<file path="src/hw/cache_geom_pkg.sv">
// ----------------------------------------------------------
// Geometry of the direct-mapped L1 data cache: sizes, the
// address field widths and types, and the controller states.
// Import wherever a line index, offset or tag is handled.
// ----------------------------------------------------------

package cache_geom_pkg;

    // capacity and line shape
    localparam int CACHE_BYTES = 1024;
    localparam int LINE_WORDS  = 4;
    localparam int N_LINES     = CACHE_BYTES / (LINE_WORDS * 4);

    // address split, top down: tag | index | offset | 2 byte bits
    localparam int INDEX_BITS  = $clog2(N_LINES);
    localparam int OFFSET_BITS = $clog2(LINE_WORDS);
    localparam int TAG_BITS    = 32 - INDEX_BITS - OFFSET_BITS - 2;

    typedef logic [INDEX_BITS-1:0]  index_t;
    typedef logic [OFFSET_BITS-1:0] offset_t;
    typedef logic [TAG_BITS-1:0]    tag_t;

    // controller states
    typedef enum logic [2:0] {
        IDLE,
        RESPOND,
        WRITE_BACK,
        FILL,
        FLUSH_SCAN,
        FLUSH_WRITE
    } ctrl_state_t;

endpackage

</file>
<file path="src/hw/tag_store.sv">
// ----------------------------------------------------------
// Per-line valid, dirty and tag state. Lookup is combinational
// on lookup_index; one update per clock through the upd_ port.
// ----------------------------------------------------------

`timescale 1ns/1ps

module tag_store (
    input  logic                  CLK,
    input  logic                  nRST,
    input  cache_geom_pkg::index_t lookup_index,
    input  cache_geom_pkg::tag_t   lookup_tag,
    input  logic                  upd_en,
    input  cache_geom_pkg::index_t upd_index,
    input  cache_geom_pkg::tag_t   upd_tag,
    input  logic                  upd_valid,
    input  logic                  upd_dirty,
    output logic                  hit,
    output logic                  victim_dirty,
    output cache_geom_pkg::tag_t   victim_tag
);
    import cache_geom_pkg::*;

    logic [N_LINES-1:0] valid_q;
    logic [N_LINES-1:0] dirty_q;
    tag_t               tag_q [N_LINES];

    // status bits come out of reset cleared
    always_ff @(posedge CLK or negedge nRST) begin
        if (!nRST) begin
            valid_q <= '0;
            dirty_q <= '0;
        end else if (upd_en) begin
            valid_q[upd_index] <= upd_valid;
            dirty_q[upd_index] <= upd_dirty;
        end
    end

    // tags only mean something while valid
    always_ff @(posedge CLK) begin
        if (upd_en) begin
            tag_q[upd_index] <= upd_tag;
        end
    end

    assign hit = valid_q[lookup_index] && (tag_q[lookup_index] == lookup_tag);

    // a line needs writing back only if it holds live data
    assign victim_dirty = valid_q[lookup_index] && dirty_q[lookup_index];
    assign victim_tag   = tag_q[lookup_index];

endmodule

</file>
<file path="config.mk">
export PLATFORM = sky130hd
export DESIGN_NAME = tag_store
export DESIGN_NICKNAME = d
export VERILOG_FILES = /design/src/hw/cache_geom_pkg.sv /design/src/hw/tag_store.sv
export SDC_FILE = /design/constraint.sdc
export NUM_CORES = 1
export LEC_CHECK = 0
export BUFFER_PORTS_ARGS = -buffer_cell sky130_fd_sc_hd__buf_2
export CAP_MARGIN = 20
export CORE_UTILIZATION = 40
export CTS_BUF_LIST = sky130_fd_sc_hd__clkbuf_2
export DETAILED_ROUTE_END_ITERATION = 10
export PLACE_DENSITY = 0.64
export SETUP_SLACK_MARGIN = 0.3
export SYNTH_ARGS = -nofsm -noshare
export SYNTH_HDL_FRONTEND = slang
export SYNTH_SLANG_ARGS = --single-unit
</file>
<file path="constraint.sdc">
create_clock -name CLK -period 3.11 [get_ports CLK]
set_input_delay 0.311 -clock CLK [delete_from_list [all_inputs] [get_ports CLK]]
set_output_delay 0.311 -clock CLK [all_outputs]
set_load 0.005 [all_outputs]
</file>
# Yosys cells after proc, flatten, opt, wreduce, memory -nomap -nowiden
# Memories as Yosys holds them, arrays and structs flattened.
# Index checks and enable logic that the tools add are counted.
# W data, S select, Z words.
classes:
  magnitude_cmp: 3
  n_eq_ne: 1
  muxes: 10
  n_reduce_logical: 3
op_table:
  columns: ["op", "n"]
  rows:
  - ["$bwmux W64", 2]
  - ["$eq A22 B22 Y1", 1]
  - ["$lt A6 B7 Y1 const B", 2]
  - ["$bmux W1 S6", 2]
  - ["$demux W1 S6", 1]
  - ["$ge A6 B1 Y1 const B", 1]
  - ["$mux W1", 5]
  - ["$logic_and A1 B1 Y1", 3]
word_totals:
  register_bits: 128
  ramBits: 1408
  output_inout_bits: 24
  elab_cells: 20
  memories: 1
mem_list:
  columns: ["memory", "depth", "word_bits", "rd", "rd_ports_with_merged_regs", "wr", "line_no", "source"]
  rows:
  - ["tag_q", 64, 22, 1, 0, 1, "tag_store.sv:26", "tag_t tag_q [N_LINES];"]

# Longest topological paths before layout
depth:
  depth_word: 5
  depth_mapped: 13
  mapped_depth_nobuf: 8

# Worst setup path before layout
# OpenSTA, ideal clock, no wires.
synth_path:
  path_type: "input to register"
  from: "input upd_index[5]"
  to: "register dirty_q[48]"
  arrival_time_ns: 3.105
  slack_ns: -0.120
  cell_stages: 5
  path_cell_list: "clkbuf_1 -> nand3_1 -> or3_1 -> nor3_1 -> mux2_2"
synth_via:
  elab_chain_cells: 5
  word_cells_on_any_way: 6
  classes_between: "2 x order compare; 3 x mux; 1 x reduce/logical"
synth_lines:
  columns: ["element", "line_no", "source"]
  rows:
  - ["start, declared", "tag_store.sv:14", "input cache_geom_pkg::index_t upd_index,"]
  - ["$lt A6 B7 Y1 (implied by the code) or $ge A6 B1 Y1 (tied branches)", "tag_store.sv:35", "dirty_q[upd_index] <= upd_dirty;"]
  - ["$logic_and A1 B1 Y1 (implied by the code)", "tag_store.sv:35", null]
  - ["$mux W1 (implied by the code)", "tag_store.sv:35", null]
  - ["$demux W1 S6 (*)", "tag_store.sv:35", null]
  - ["$bwmux W64 (*)", "tag_store.sv:35", null]
  - ["end signal, assigned by index", "tag_store.sv:35", null]
  - ["end, declared", "tag_store.sv:25", "logic [N_LINES-1:0] dirty_q;"]
# Every way passes the cells marked *; elsewhere a longest branch is shown, timed or not.
# A chain may end at the register's enable or synchronous reset.

# Worst setup path after layout
layout_path:
  from: "memory tag_q[18][14] in the netlist's numbering"
  to: "output hit"
layout_via:
  elab_chain_cells: 3
layout_lines:
  columns: ["element", "line_no", "source"]
  rows:
  - ["start, declared", "tag_store.sv:26", null]
  - ["$mem_v2 Z64 W22", null, null]
  - ["$eq A22 B22 Y1", "tag_store.sv:46", "assign hit = valid_q[lookup_index] && (tag_q[lookup_index] == lookup_tag);"]
  - ["$logic_and A1 B1 Y1", "tag_store.sv:46", null]
  - ["end, declared", "tag_store.sv:18", "output logic hit,"]
# No other way between the ends.

==> flow_summary_export.csv <==
group,metric,value,unit
final_layout,multi_input_area,0.0150,mm2
logic_synthesis,yosysSeqAreaShare,75.5,%
placed_design,gp_congestion,0.865,
final_layout,stdcell_count,5923,
floorplanning,rows,142,
status,violations,"negative setup slack",
sta,slew_headroom,23.9,%
floorplanning,num_io_pins,85,
clocking,cts_htree_levels,5,
setup_path,critical_path.max_stage_delay,0.51,ns
hold_path,hold_class,"input port to async pin",
logic_synthesis,synthesis.nets,2844,
logic_synthesis,synth_area,0.0602,mm2
logic_synthesis,synthArstFlopShare,8.33,%
logic_synthesis,synth.avg_cell_area,21.6,um2
placed_design,post-place-ws,-1.38,ns
routing,final_antenna_net_count,0,
logic_synthesis,synth-seq-cells,1536,
routing,dr_total_vias,34400,
pwr,p_total,39.3,mW
final_layout,layout_common_cells,"edfxtp_1, clkbuf_2, mux4_2, buf_4, mux2_2",
floorplanning,start_util,40.3,%
sta,drv_slew,0,
clocking,clk_pin_slew,0.12,ns
setup_path,cpMostUsedCell,"mux4_2",
logic_synthesis,synth_ff_type,"edfxtp_1",
setup_path,worstPathCellList,"mux4_2, mux4_2, o221a_4, a31o_4, xor2_1, nor3_2, nand4_1, buf_12, nor4_4, buf_4, buf_6",
pwr,powerDensity,541,mW/mm2
setup_path,cp_data_required_time,2.80,ns
placed_design,dp_hpwl,111,mm
run,drv_cap,0,
routing,wl_per_cell,30.1,um
placed_design,dpl.cell_count,5144,
sta,min_period,5.39,ns
logic_synthesis,synthCells,2783,
floorplanning,die_w,390,um
routing,viasPerCell,5.80,
setup_path,path_class,"flip-flop to output port",
routing,first_pass_iters,5,
logic_synthesis,synth_edf_count,1408,
global_route,overflow,0,
clocking,cts-root-buf,"clkbuf_2",
pwr,ir_drop,0.303,mV
routing,routed_wl,178,mm
sta,fin_setup_tns,-22.85,ns
final_layout,layout-drive-gt1-share,46.7,%
logic_synthesis,ys.warnings.count,0,
final_layout,fillerInstances,12500,
setup_path,critPathMaxFanout,2,
final_layout,area_growth,20.8,%
sta,tightest_slew,1.14,ns
pwr,p_leak,25.0,nW
final_layout,register_area,0.0455,mm2
sta,timing.fmax,185,MHz
setup_path,cp.arrival,5.08,ns
clocking,cts_inserted_buffers,382,
status,status,"complete, but fails checks",
setup_path,path_buf_inv,3,
floorplanning,core,0.150,mm2
sta,period_share,173,%
clocking,max-clock-path-buffers,4,
sta,skew,0,ns
sta,rsz0062_at_grt,"true",
floorplanning,die_h,390,um
clocking,clock_sinks,1536,
sta,setup_ws,-2.28,ns
setup_path,slowest_stage,"mux4_2",
final_layout,final_nets,3704,
floorplanning,die-area,0.152,mm2
placed_design,port_buffers,84,
setup_path,cp_top_family,"multiplexers",
routing,drc,0,
setup_path,cp-start-kind,"flip-flop",
logic_synthesis,ys_types,67,
global_route,grt_max_degree,81,
global_route,grt_first_pass_wirelength,252,mm
routing,dr.first_iter.drc_count,4014,
setup_path,cp-end-kind,"output port",
clocking,insertion_delay,1.65,ns
global_route,grt_pass1_vias,34700,
clocking,cts_tree,"built",
final_layout,final_common_cell,"edfxtp_1",
global_route,track_usage,23.4,%
sta,hold_viol,0,
sta,setup_viol,24,
final_layout,utilization,48.6,%
global_route,antenna_found_initial,6,
==> cells by family (layout without fill, tap and decap cells) <==
group / after synthesis / count (layout) / synth area share [%]
AOI/OAI and AO/OA: 199 / 199 / 2.34
xor gates and xnor gates: 19 / 19 / 0.276
buffers and inverters: 166 / 1286 / 1.52
DFF: 1536 / 1536 / 75.5
muxes: 596 / 596 / 18.2
other: 0 / 4 / 0
and+or+nand+nor: 267 / 267 / 2.13
==> repair_timing <==
action	CTS	global route
setup buffers	13	13
endpoints found under the hold margin	3072	0
hold buffers	106	0
endpoints found under the setup margin	24	154
resized for setup	145	39
cloned	0	0
pin swaps	33	17
==> path summary, 6_finish.rpt <==
check	from	to	slack, ns	cells past startpoint
max in group asynchronous	nRST	valid_q[25]$_DFFE_PN0P_	2.06	6
max	tag_q[18][14]$_DFFE_PP_	hit	-2.28	11
min reg2reg	valid_q[22]$_DFFE_PN0P_	valid_q[22]$_DFFE_PN0P_	0.51	1
max reg2reg	dirty_q[9]$_DFFE_PN0P_	dirty_q[9]$_DFFE_PN0P_	1.79	2
min	nRST	valid_q[46]$_DFFE_PN0P_	0.22	5
min in group CLK	upd_tag[9]	tag_q[19][9]$_DFFE_PP_	0.23	4
==> state kept, by name, summed over array words and instances, names as in the netlist <==
register / count
dirty_q: 64
tag_q: 1408
valid_q: 64
==> worst reg2reg max path, delay by kind of cell, from the launching register on <==
family	cells	cell delay, ns
flip-flops	1	0.40
buffers and inverters	1	0.55
multiplexers	1	0.26
==> synth_stat cells (3+ instances only) <==
library cell | count | share of area (%)
or3b_2 | 5 | 0.073
o21ai_0 | 21 | 0.17
mux2_2 | 132 | 2.5
nand3_1 | 23 | 0.19
inv_2 | 3 | 0.019
o22ai_1 | 19 | 0.20
inv_1 | 6 | 0.037
xor2_1 | 12 | 0.17
o221ai_1 | 4 | 0.058
nor2b_1 | 15 | 0.16
edfxtp_1 | 1408 | 70
clkbuf_1 | 68 | 0.42
nor3_1 | 14 | 0.12
or3_1 | 7 | 0.073
nor4_1 | 8 | 0.083
and3_1 | 6 | 0.062
o211ai_1 | 3 | 0.037
a22o_1 | 5 | 0.073
buf_8 | 3 | 0.075
a221oi_1 | 16 | 0.23
mux4_2 | 385 | 14
mux2i_1 | 78 | 1.3
a21oi_1 | 32 | 0.27
and2_1 | 6 | 0.062
nand2b_1 | 5 | 0.052
a31oi_1 | 12 | 0.12
a211oi_1 | 7 | 0.087
buf_1 | 11 | 0.069
a22oi_1 | 47 | 0.59
nor2_1 | 90 | 0.56
a211o_1 | 4 | 0.058
dfrtp_1 | 128 | 5.3
nand4_1 | 11 | 0.11
xnor2_1 | 7 | 0.10
buf_4 | 26 | 0.32
a32oi_1 | 4 | 0.058
o31ai_1 | 3 | 0.037
a221o_1 | 5 | 0.083
buf_2 | 33 | 0.27
nand2_1 | 63 | 0.39
nand3b_1 | 4 | 0.050
buf_6 | 14 | 0.26
==> power breakdown <==
group	total, mW	internal, mW	switching (mW)
logic	3.63	1.69	1.93
registers	23.0	22.9	0.135
clock network	12.7	4.85	7.88
total	39.3	29.4	9.95
==> stage by stage <==
| stage | hold WS [ns] | cell area, um2 |
|---|---|---|
| floorplan | 0.0154 | 60300 |
| global placement | 0.290 | 67100 |
| detailed placement | 0.294 | 67100 |
| CTS | 0.0467 | 72400 |
| global route | 0.140 | 72700 |
| finish | 0.224 | 72700 |
==> final cells by class <==
cell class	count	area share, %
antenna	4	0.0138
clock buffer	564	3.88
clock inverter	80	0.480
inverter	10	0.0516
multi-input combinational	1081	20.6
sequential	1536	62.5
tap	2016	3.47
timing repair buffer	632	8.99
==> routing by layer <==
| metal | track usage (%) | wire length, um | share of wire, % |
|---|---|---|---|
| met4 | 7.74 | 4570 | 2.6 |
| met1 | 33.1 | 71600 | 40 |
| met2 | 36.3 | 83800 | 47 |
| met5 | 0 | 27 | 0.015 |
| met3 | 5.09 | 18000 | 10 |
No activity file was read; power rests on OpenSTA's default activity.
