<file path="src/hw/cache_geom_pkg.sv">
// ----------------------------------------------------------
// Geometry of the direct-mapped L1 data cache: sizes, the
// address field widths and types, and the controller states.
// Import wherever a line index, offset or tag is handled.
// ----------------------------------------------------------

package cache_geom_pkg;

    // capacity and line shape
    localparam int CACHE_BYTES = 1024;
    localparam int LINE_WORDS  = 4;
    localparam int N_LINES     = CACHE_BYTES / (LINE_WORDS * 4);

    // address split, top down: tag | index | offset | 2 byte bits
    localparam int INDEX_BITS  = $clog2(N_LINES);
    localparam int OFFSET_BITS = $clog2(LINE_WORDS);
    localparam int TAG_BITS    = 32 - INDEX_BITS - OFFSET_BITS - 2;

    typedef logic [INDEX_BITS-1:0]  index_t;
    typedef logic [OFFSET_BITS-1:0] offset_t;
    typedef logic [TAG_BITS-1:0]    tag_t;

    // controller states
    typedef enum logic [2:0] {
        IDLE,
        RESPOND,
        WRITE_BACK,
        FILL,
        FLUSH_SCAN,
        FLUSH_WRITE
    } ctrl_state_t;

endpackage

</file>
<file path="src/hw/bus_pkg.sv">
// ----------------------------------------------------------
// Wishbone word, address and byte-select types shared by the
// processor and memory ports, plus the start of the uncached
// address window.
// ----------------------------------------------------------

package bus_pkg;

    typedef logic [31:0] word_t;
    typedef logic [31:0] addr_t;
    typedef logic [3:0]  sel_t;

    // everything from here up bypasses the cache
    localparam addr_t UNCACHED_BASE = 32'hF000_0000;

endpackage

</file>
<file path="src/hw/cache_ctrl.sv">
// ----------------------------------------------------------
// Cache controller FSM. Serves hits, uncached pass-through,
// victim write-back, line fill and the flush walk, driving
// the tag and data stores and the Wishbone master port.
// ----------------------------------------------------------

`timescale 1ns/1ps

module cache_ctrl (
    input  logic                    CLK,
    input  logic                    nRST,
    input  logic                    cpu_cyc,
    input  logic                    cpu_stb,
    input  logic                    cpu_we,
    input  bus_pkg::addr_t          cpu_adr,
    input  bus_pkg::word_t          cpu_dat_w,
    input  bus_pkg::sel_t           cpu_sel,
    input  logic                    flush,
    input  bus_pkg::word_t          mem_dat_r,
    input  logic                    mem_ack,
    input  logic                    hit,
    input  logic                    victim_dirty,
    input  cache_geom_pkg::tag_t    victim_tag,
    input  bus_pkg::word_t          rd_word,
    output bus_pkg::word_t          cpu_dat_r,
    output logic                    cpu_ack,
    output logic                    flush_done,
    output logic                    mem_cyc,
    output logic                    mem_stb,
    output logic                    mem_we,
    output bus_pkg::addr_t          mem_adr,
    output bus_pkg::word_t          mem_dat_w,
    output bus_pkg::sel_t           mem_sel,
    output cache_geom_pkg::index_t  lookup_index,
    output cache_geom_pkg::tag_t    lookup_tag,
    output cache_geom_pkg::index_t  rd_index,
    output cache_geom_pkg::offset_t rd_offset,
    output logic                    upd_en,
    output cache_geom_pkg::index_t  upd_index,
    output cache_geom_pkg::tag_t    upd_tag,
    output logic                    upd_valid,
    output logic                    upd_dirty,
    output logic                    wr_en,
    output cache_geom_pkg::index_t  wr_index,
    output cache_geom_pkg::offset_t wr_offset,
    output bus_pkg::word_t          wr_word,
    output bus_pkg::sel_t           wr_sel
);
    import cache_geom_pkg::*;
    import bus_pkg::*;

    ctrl_state_t state;
    offset_t     word_cnt;
    index_t      line_cnt;
    logic        flush_pend;
    word_t       pass_data;
    tag_t        req_tag;
    index_t      req_index;
    offset_t     req_offset;
    logic        req_live;
    logic        uncached;
    logic        flushing;
    logic        last_word;
    logic        last_line;
    logic        start_flush;

    // the core holds the request steady, so decode it straight off the bus
    assign req_tag    = cpu_adr[$bits(addr_t)-1 -: TAG_BITS];
    assign req_index  = cpu_adr[OFFSET_BITS + 2 +: INDEX_BITS];
    assign req_offset = cpu_adr[2 +: OFFSET_BITS];
    assign uncached   = cpu_adr >= UNCACHED_BASE;

    // no new start while the previous ack is still on the bus
    assign req_live    = cpu_cyc && cpu_stb && !cpu_ack;
    assign flushing    = (state == FLUSH_SCAN) || (state == FLUSH_WRITE);
    assign last_word   = mem_ack && (word_cnt == offset_t'(LINE_WORDS - 1));
    assign last_line   = line_cnt == index_t'(N_LINES - 1);
    assign start_flush = (state == IDLE) && (flush || flush_pend);

    // flush walk reads the scanned line, everything else the request line
    assign lookup_index = flushing ? line_cnt : req_index;
    assign lookup_tag   = req_tag;
    assign rd_index     = lookup_index;
    assign rd_offset    = (state == RESPOND) ? req_offset : word_cnt;
    assign upd_index    = lookup_index;
    assign upd_tag      = req_tag;
    assign wr_index     = lookup_index;

    assign cpu_dat_r = (state == RESPOND) ? rd_word : pass_data;

    // memory master port
    always_comb begin
        mem_cyc   = 1'b0;
        mem_we    = 1'b0;
        mem_adr   = {victim_tag, lookup_index, word_cnt, 2'b00};
        mem_dat_w = rd_word;
        mem_sel   = '1;
        case (state)
            RESPOND: begin
                if (uncached) begin
                    mem_cyc   = 1'b1;
                    mem_we    = cpu_we;
                    mem_adr   = cpu_adr;
                    mem_dat_w = cpu_dat_w;
                    mem_sel   = cpu_sel;
                end
            end
            WRITE_BACK, FLUSH_WRITE: begin
                mem_cyc = 1'b1;
                mem_we  = 1'b1;
            end
            FILL: begin
                mem_cyc = 1'b1;
                mem_adr = {req_tag, req_index, word_cnt, 2'b00};
            end
            default: ;
        endcase
    end

    assign mem_stb = mem_cyc;

    // tag and data store updates
    always_comb begin
        upd_en    = 1'b0;
        upd_valid = 1'b0;
        upd_dirty = 1'b0;
        wr_en     = 1'b0;
        wr_offset = req_offset;
        wr_word   = cpu_dat_w;
        wr_sel    = cpu_sel;
        case (state)
            RESPOND: begin
                // write hit marks the line dirty
                if (!uncached && cpu_we) begin
                    upd_en    = 1'b1;
                    upd_valid = 1'b1;
                    upd_dirty = 1'b1;
                    wr_en     = 1'b1;
                end
            end
            FILL: begin
                wr_en     = mem_ack;
                wr_offset = word_cnt;
                wr_sel    = '1;
                wr_word   = mem_dat_r;
                // fold the pending write into its word as it arrives
                if (cpu_we && (word_cnt == req_offset)) begin
                    for (int b = 0; b < $bits(sel_t); b++) begin
                        if (cpu_sel[b]) begin
                            wr_word[8*b +: 8] = cpu_dat_w[8*b +: 8];
                        end
                    end
                end
                upd_en    = last_word;
                upd_valid = 1'b1;
            end
            FLUSH_SCAN: upd_en = !victim_dirty;
            FLUSH_WRITE: upd_en = last_word;
            default: ;
        endcase
    end

    always_ff @(posedge CLK or negedge nRST) begin
        if (!nRST) begin
            state      <= IDLE;
            word_cnt   <= '0;
            line_cnt   <= '0;
            flush_pend <= 1'b0;
            cpu_ack    <= 1'b0;
            flush_done <= 1'b0;
        end else begin
            cpu_ack    <= 1'b0;
            flush_done <= 1'b0;
            if (start_flush) begin
                flush_pend <= 1'b0;
            end else if (flush) begin
                flush_pend <= 1'b1;
            end
            // line transfers always run all four words, so it wraps to 0
            if (mem_ack && state != RESPOND) begin
                word_cnt <= word_cnt + 1'b1;
            end
            case (state)
                IDLE: begin
                    if (start_flush) begin
                        line_cnt <= '0;
                        state    <= FLUSH_SCAN;
                    end else if (req_live) begin
                        if (uncached) begin
                            state <= RESPOND;
                        end else if (hit) begin
                            cpu_ack <= 1'b1;
                            state   <= RESPOND;
                        end else if (victim_dirty) begin
                            state <= WRITE_BACK;
                        end else begin
                            state <= FILL;
                        end
                    end
                end
                RESPOND: begin
                    if (!uncached) begin
                        state <= IDLE;
                    end else if (mem_ack) begin
                        cpu_ack <= 1'b1;
                        state   <= IDLE;
                    end
                end
                WRITE_BACK: begin
                    if (last_word) begin
                        state <= FILL;
                    end
                end
                FILL: begin
                    // back to IDLE, where the request now hits
                    if (last_word) begin
                        state <= IDLE;
                    end
                end
                FLUSH_SCAN: begin
                    if (victim_dirty) begin
                        state <= FLUSH_WRITE;
                    end else if (last_line) begin
                        flush_done <= 1'b1;
                        state      <= IDLE;
                    end else begin
                        line_cnt <= line_cnt + 1'b1;
                    end
                end
                FLUSH_WRITE: begin
                    if (last_word && last_line) begin
                        flush_done <= 1'b1;
                        state      <= IDLE;
                    end else if (last_word) begin
                        line_cnt <= line_cnt + 1'b1;
                        state    <= FLUSH_SCAN;
                    end
                end
                default: state <= IDLE;
            endcase
        end
    end

    // uncached read data, held for the ack cycle
    always_ff @(posedge CLK) begin
        if (state == RESPOND && mem_ack) begin
            pass_data <= mem_dat_r;
        end
    end

endmodule

</file>
<file path="config.mk">
export PLATFORM = sky130hd
export DESIGN_NAME = cache_ctrl
export DESIGN_NICKNAME = d
export VERILOG_FILES = /design/src/hw/cache_geom_pkg.sv /design/src/hw/bus_pkg.sv /design/src/hw/cache_ctrl.sv
export SDC_FILE = /design/constraint.sdc
export NUM_CORES = 1
export LEC_CHECK = 0
export BUFFER_PORTS_ARGS = -buffer_cell sky130_fd_sc_hd__buf_4
export CAP_MARGIN = 25
export CORE_AREA = 2 2 149 151
export CTS_CLUSTER_SIZE = 16
export DETAILED_ROUTE_END_ITERATION = 10
export DIE_AREA = 0 0 151 153
export GPL_ROUTABILITY_DRIVEN = 0
export PLACE_DENSITY = 0.49
export RECOVER_POWER = 25
export SLEW_MARGIN = 20
export SYNTH_ARGS = -nofsm -noshare
export SYNTH_HDL_FRONTEND = slang
export SYNTH_SLANG_ARGS = --single-unit
</file>
<file path="constraint.sdc">
create_clock -name CLK -period 2.5 [get_ports CLK]
set_input_delay 0.125 -clock CLK [delete_from_list [all_inputs] [get_ports CLK]]
set_output_delay 0.125 -clock CLK [all_outputs]
set_load 0.01 [all_outputs]
</file>
### After elaboration in Yosys (flattened, before gate mapping)

Index checks and enable logic that the tools add are counted.
W data, S select, Z words.

| cells by class | value |
|---|---|
| add/subtract/negate cells | 2 |
| magnitude comparators | 1 |
| eq/ne operators | 20 |
| multiplexer cells | 59 |
| reduce and logical (&&, ||, !) cells | 22 |

Operators with widths:

| cell | number |
|---|---|
| $mux W32 | 6 |
| $pmux W32 S2 | 1 |
| $mux W6 | 6 |
| $ge A32 B32 Y1 const B | 1 |
| $mux W8 | 4 |
| $mux W3 | 10 |
| $pmux W3 S6 | 1 |
| $pmux W6 S3 | 1 |
| $mux W1 | 16 |
| $ne A2 B2 Y1 const B | 7 |
| $mux W4 | 3 |
| $pmux W1 S2 | 6 |
| $reduce_and A6 Y1 | 2 |
| $logic_and A1 B1 Y1 | 9 |
| $ne A3 B3 Y1 const B | 3 |
| $mux W2 | 4 |
| $add A6 B1 Y6 const B | 1 |
| $eq A3 B2 Y1 const B | 2 |
| $eq A3 B3 Y1 const B | 2 |
| $eq A6 B6 Y1 const B | 1 |
| $reduce_or A2 Y1 | 2 |
| $eq A3 B1 Y1 const B | 1 |
| $logic_not A1 Y1 | 3 |
| $logic_not A3 Y1 | 1 |
| other kinds (10) | 11 |

| storage, ports and cells | value |
|---|---|
| register bits after elaboration | 46 |

### Logic depth before layout (Yosys ltp)

| logic depth | value |
|---|---|
| depth after elaboration | 6 |
| depth in mapped cells | 7 |
| gate-level depth less buffers | 5 |

### Worst setup path before layout

OpenSTA, ideal clock, no wires.

| timing | value |
|---|---|
| path kind | reg2reg |
| from | register state[1] |
| to | register pass_data[0], enable pin |
| setup time | 0.393 ns |
| arrival time | 1.749 ns |
| data required time | 2.107 ns |
| path slack | 0.358 ns |
| stages on the path, launching flop included | 4 |
| path through | dfrtp_1 > nor3b_2 > buf_2 > and2_1 |

| between the ends | value |
|---|---|
| word-level cells in the longest chain between the ends | 2 |

RTL lines:

| element | RTL line | text |
|---|---|---|
| from (decl) | cache_ctrl.sv:52 | `ctrl_state_t state;` |
| from (signal assigned) | cache_ctrl.sv:165 | `state <= IDLE;` |
| from (signal assigned) | cache_ctrl.sv:187 | `state <= FLUSH_SCAN;` |
| from (signal assigned) | cache_ctrl.sv:190 | `state <= RESPOND;` |
| $eq A3 B1 Y1 | cache_ctrl.sv:246 | `if (state == RESPOND && mem_ack) begin` |
| $logic_and A1 B1 Y1 | cache_ctrl.sv:246 |  |
| to (signal assigned) | cache_ctrl.sv:247 | `pass_data <= mem_dat_r;` |
| to (decl) | cache_ctrl.sv:56 | `word_t pass_data;` |

Every way passes these cells.
A chain may end at the register's enable or synchronous reset.

### Worst setup path in the final report

| timing | value |
|---|---|
| from | register word_cnt[1] |
| to | output port wr_word[26] |

| between the ends | value |
|---|---|
| word-level cells in the longest chain between the ends | 4 |

RTL lines:

| element | RTL line | text |
|---|---|---|
| from (decl) | cache_ctrl.sv:53 | `offset_t word_cnt;` |
| from (signal assigned) | cache_ctrl.sv:181 | `word_cnt <= word_cnt + 1'b1;` |
| $eq A2 B2 Y1 | cache_ctrl.sv:147 | `if (cpu_we && (word_cnt == req_offset)) begin` |
| $logic_and A1 B1 Y1 | cache_ctrl.sv:147 |  |
| $mux W32 | cache_ctrl.sv:147 |  |
| $mux W32 | cache_ctrl.sv:131 | `case (state)` |
| to (decl) | cache_ctrl.sv:46 | `output bus_pkg::word_t wr_word,` |

Every way passes these cells.

==> reports/qor.yml <==
reg2reg_to: "line_cnt[3]"
p_clk_share_pct: 15.2
rr_startpoint: "line_cnt[0]"
dp_hpwl_um: 15900
grt_max_degree: 38
wl_per_cell_um: 18.2
synthArstFlopShare_pct: 30.4
final_common_cell: "buf_4"
fin_area_um2: 6930
cp_slowest_stage_delay_ns: 0.44
cts_tree: "done"
finalCritPeriodShare_pct: 89.1
crit_path_end_kind: "primary output"
leakagePower_nw: 3.25
slew_viol_final: 0
dieHeight_um: 153
viasPerCell: 4.22
dpl-instance-area_um2: 6920
cts-htree-levels: 2
hold_viol: 0
nets: 931
synth_seq_cells: 46
final_cell_mix: "buf_4 (327), nand2_1 (116), mux2_2 (98)"
p_seq_share_pct: 23.9
dr_wl_met2_um: 10200
crit_slowest_cell: "dfrtp_1"
p_per_area_nw_per_um2: 650
synth_cell_type_count: 49
yosysTopAreaCellShare_pct: 26.4
ff2ff_setup_slack_ns: 0.57
utilization_pct: 32.3
drc: 0
synthTopCellsByArea: "mux2_2 (26%), edfxtp_1 (23%), buf_4 (11%), nand2_1 (10%), dfrtp_1 (8.4%)"
wl_met1_um: 6690
yosysSeqAreaShare_pct: 31.3
syn_area_um2: 4190
grt_pass1_vias: 4354
port_buffers: 379
p_comb_share_pct: 60.9
rsz0062_at_grt: "false"
power_switching_w: 0.00176
dieArea_um2: 23100
path_buf_inv: 1
cp_top_family: "flip-flops"
grt_usage_pct: 15.4
hold_path_end: "pass_data[12]"
hold-path-cell-count: 1
grt_overflow: 0
clk_latency_ns: 0.29
wl_met3_um: 1870
ioPinCount: 380
synth_nets: 612
worstHoldStart: "mem_dat_r[12]"
row_count: 54
wl_um: 19000
path_cells: "xnor2_1 -> and3_1 -> a21oi_4 -> mux2_2 -> buf_4"
ir_drop_uv: 256
hp-class: "input port to flip-flop"
initial_core_util_pct: 19.5
die_w_um: 151
clk_pin_slew_ns: 0.07
relSlewSlack_pct: 46.4
antenna_found_initial: 0
drt_iter0_markers: 102
maxCapViolCount: 0
synth_edf_count: 32
ant_nets: 0
areaGrowthSynthToFinish_pct: 65.5
top_layer: "met4"
grt_pass1_wl_um: 26500
skew_ns: 0.00233
cts_buffers: 5
start_kind: "flip-flop"
fin_crit_ns: 2.23
worstMarginPinSlew_ns: 0.804
r2r_cells: 5
switching_share_pct: 39.0
fillers: 2323
drive_gt1_share_pct: 60.2
critical_path_class: "flip-flop to primary output"
finalSetupViolations: 0
cts_root_buf: "clkbuf_16"
num_vias: 4421
status: "finished clean"
cts_sinks: 46
core-area_um2: 21500
synth.largest_area_cell: "mux2_2"
netlist_instances: 447
ys_warn_count: 0
p_int_w: 0.00275
cp_data_required_time_ns: 2.38
cp_max_fo: 8
setup_tns_ns: 0
num_antenna_cells: 0
dr.pass1.iters: 4
synth_flop_cell: "edfxtp_1"
syn_area_per_cell_um2: 9.37
fmax_ghz: 0.449
clockBufferDepth: 2
arrival_ns: 2.10
-- worst max path at each step --
| stage | cells past startpoint | from | end | slack, ns |
|---|---|---|---|---|
| finish | 5 | word_cnt[1] | wr_word[26] | 0.27 |
| floorplan | 3 | state[1] | pass_data[0] | 0.36 |
| global placement | 4 | state[1] | wr_word[8] | 0.32 |
| detailed placement | 5 | state[0] | wr_word[8] | 0.29 |
| CTS | 5 | state[0] | wr_word[1] | 0.03 |
| global route | 5 | state[0] | wr_word[26] | 0.10 |
-- routing by layer --
layer  GRT usage, %  up-vias
li1               -     2126
met4           3.12        0
met1           16.6     2025
met2           29.8      259
met5              0        -
met3           3.91       11
-- synth_stat cells, types with 5 or more instances --
| master | number |
|---|---|
| mux2_2 | 98 |
| inv_1 | 6 |
| nor2_1 | 6 |
| o21ai_0 | 7 |
| edfxtp_1 | 32 |
| nand3_1 | 5 |
| a22o_1 | 5 |
| and3_1 | 5 |
| buf_4 | 64 |
| buf_2 | 11 |
| dfrtp_1 | 14 |
| nand2b_1 | 12 |
| nand2_1 | 116 |
-- power by group through the flow --
stage	clock network (W)	registers (W)	logic, W
finish	0.000684	0.00108	0.00275
global route	0.000738	0.00110	0.00298
CTS	0.000708	0.00108	0.00284
detailed placement	0	0.00109	0.00283
global placement	0	0.00109	0.00283
floorplan	0	0.00105	0.00167
-- metrics by stage --
step                total power [W]  cells  setup WS [ns]  hold slack, ns
finish                      0.00451   1047          0.271          0.0400
global route                0.00482   1047          0.104          0.0294
CTS                         0.00463   1045         0.0315         0.00292
detailed placement          0.00392   1033          0.288        -0.00310
global placement            0.00392   1033          0.323        -0.00714
floorplan                   0.00272    447          0.358          -0.171
-- flip-flops by register name (all words and copies together) (netlist names) --
signal,flops
pass_data,32
line_cnt,6
state,3
word_cnt,2
cpu_ack,1
flush_done,1
flush_pend,1
-- area by class of cell --
class	instances	area [um^2]	area share [%]
sequential	46	1310	19.0
inverter	6	22.5	0.325
clock buffer	5	125	1.81
clock inverter	3	16.3	0.235
tap	280	350	5.05
multi-input combinational	311	2280	32.9
timing repair buffer	396	2820	40.7
-- timing repair --
item                       4_1_cts  5_1_grt
hold buffers                     1        0
gates resized for setup          0        2
buffers inserted                 3        2
hold endpoints to repair        14        0
setup endpoints to repair        1       49
-- kinds of logic (layout without fill, tap and decap cells) --
family | Yosys count | count (layout) | synth area share, %
AND/OR/NAND/NOR | 168 | 168 | 18.1
multiplexers | 105 | 105 | 28.2
buffers and inverters | 90 | 410 | 14.5
flip-flops | 46 | 46 | 31.3
AO/OA/AOI/OAI | 33 | 33 | 6.69
XOR/XNOR | 3 | 3 | 0.628
adder cells (fa/ha/maj) | 2 | 2 | 0.597
Note: power is estimated with default switching activity, not from simulation.
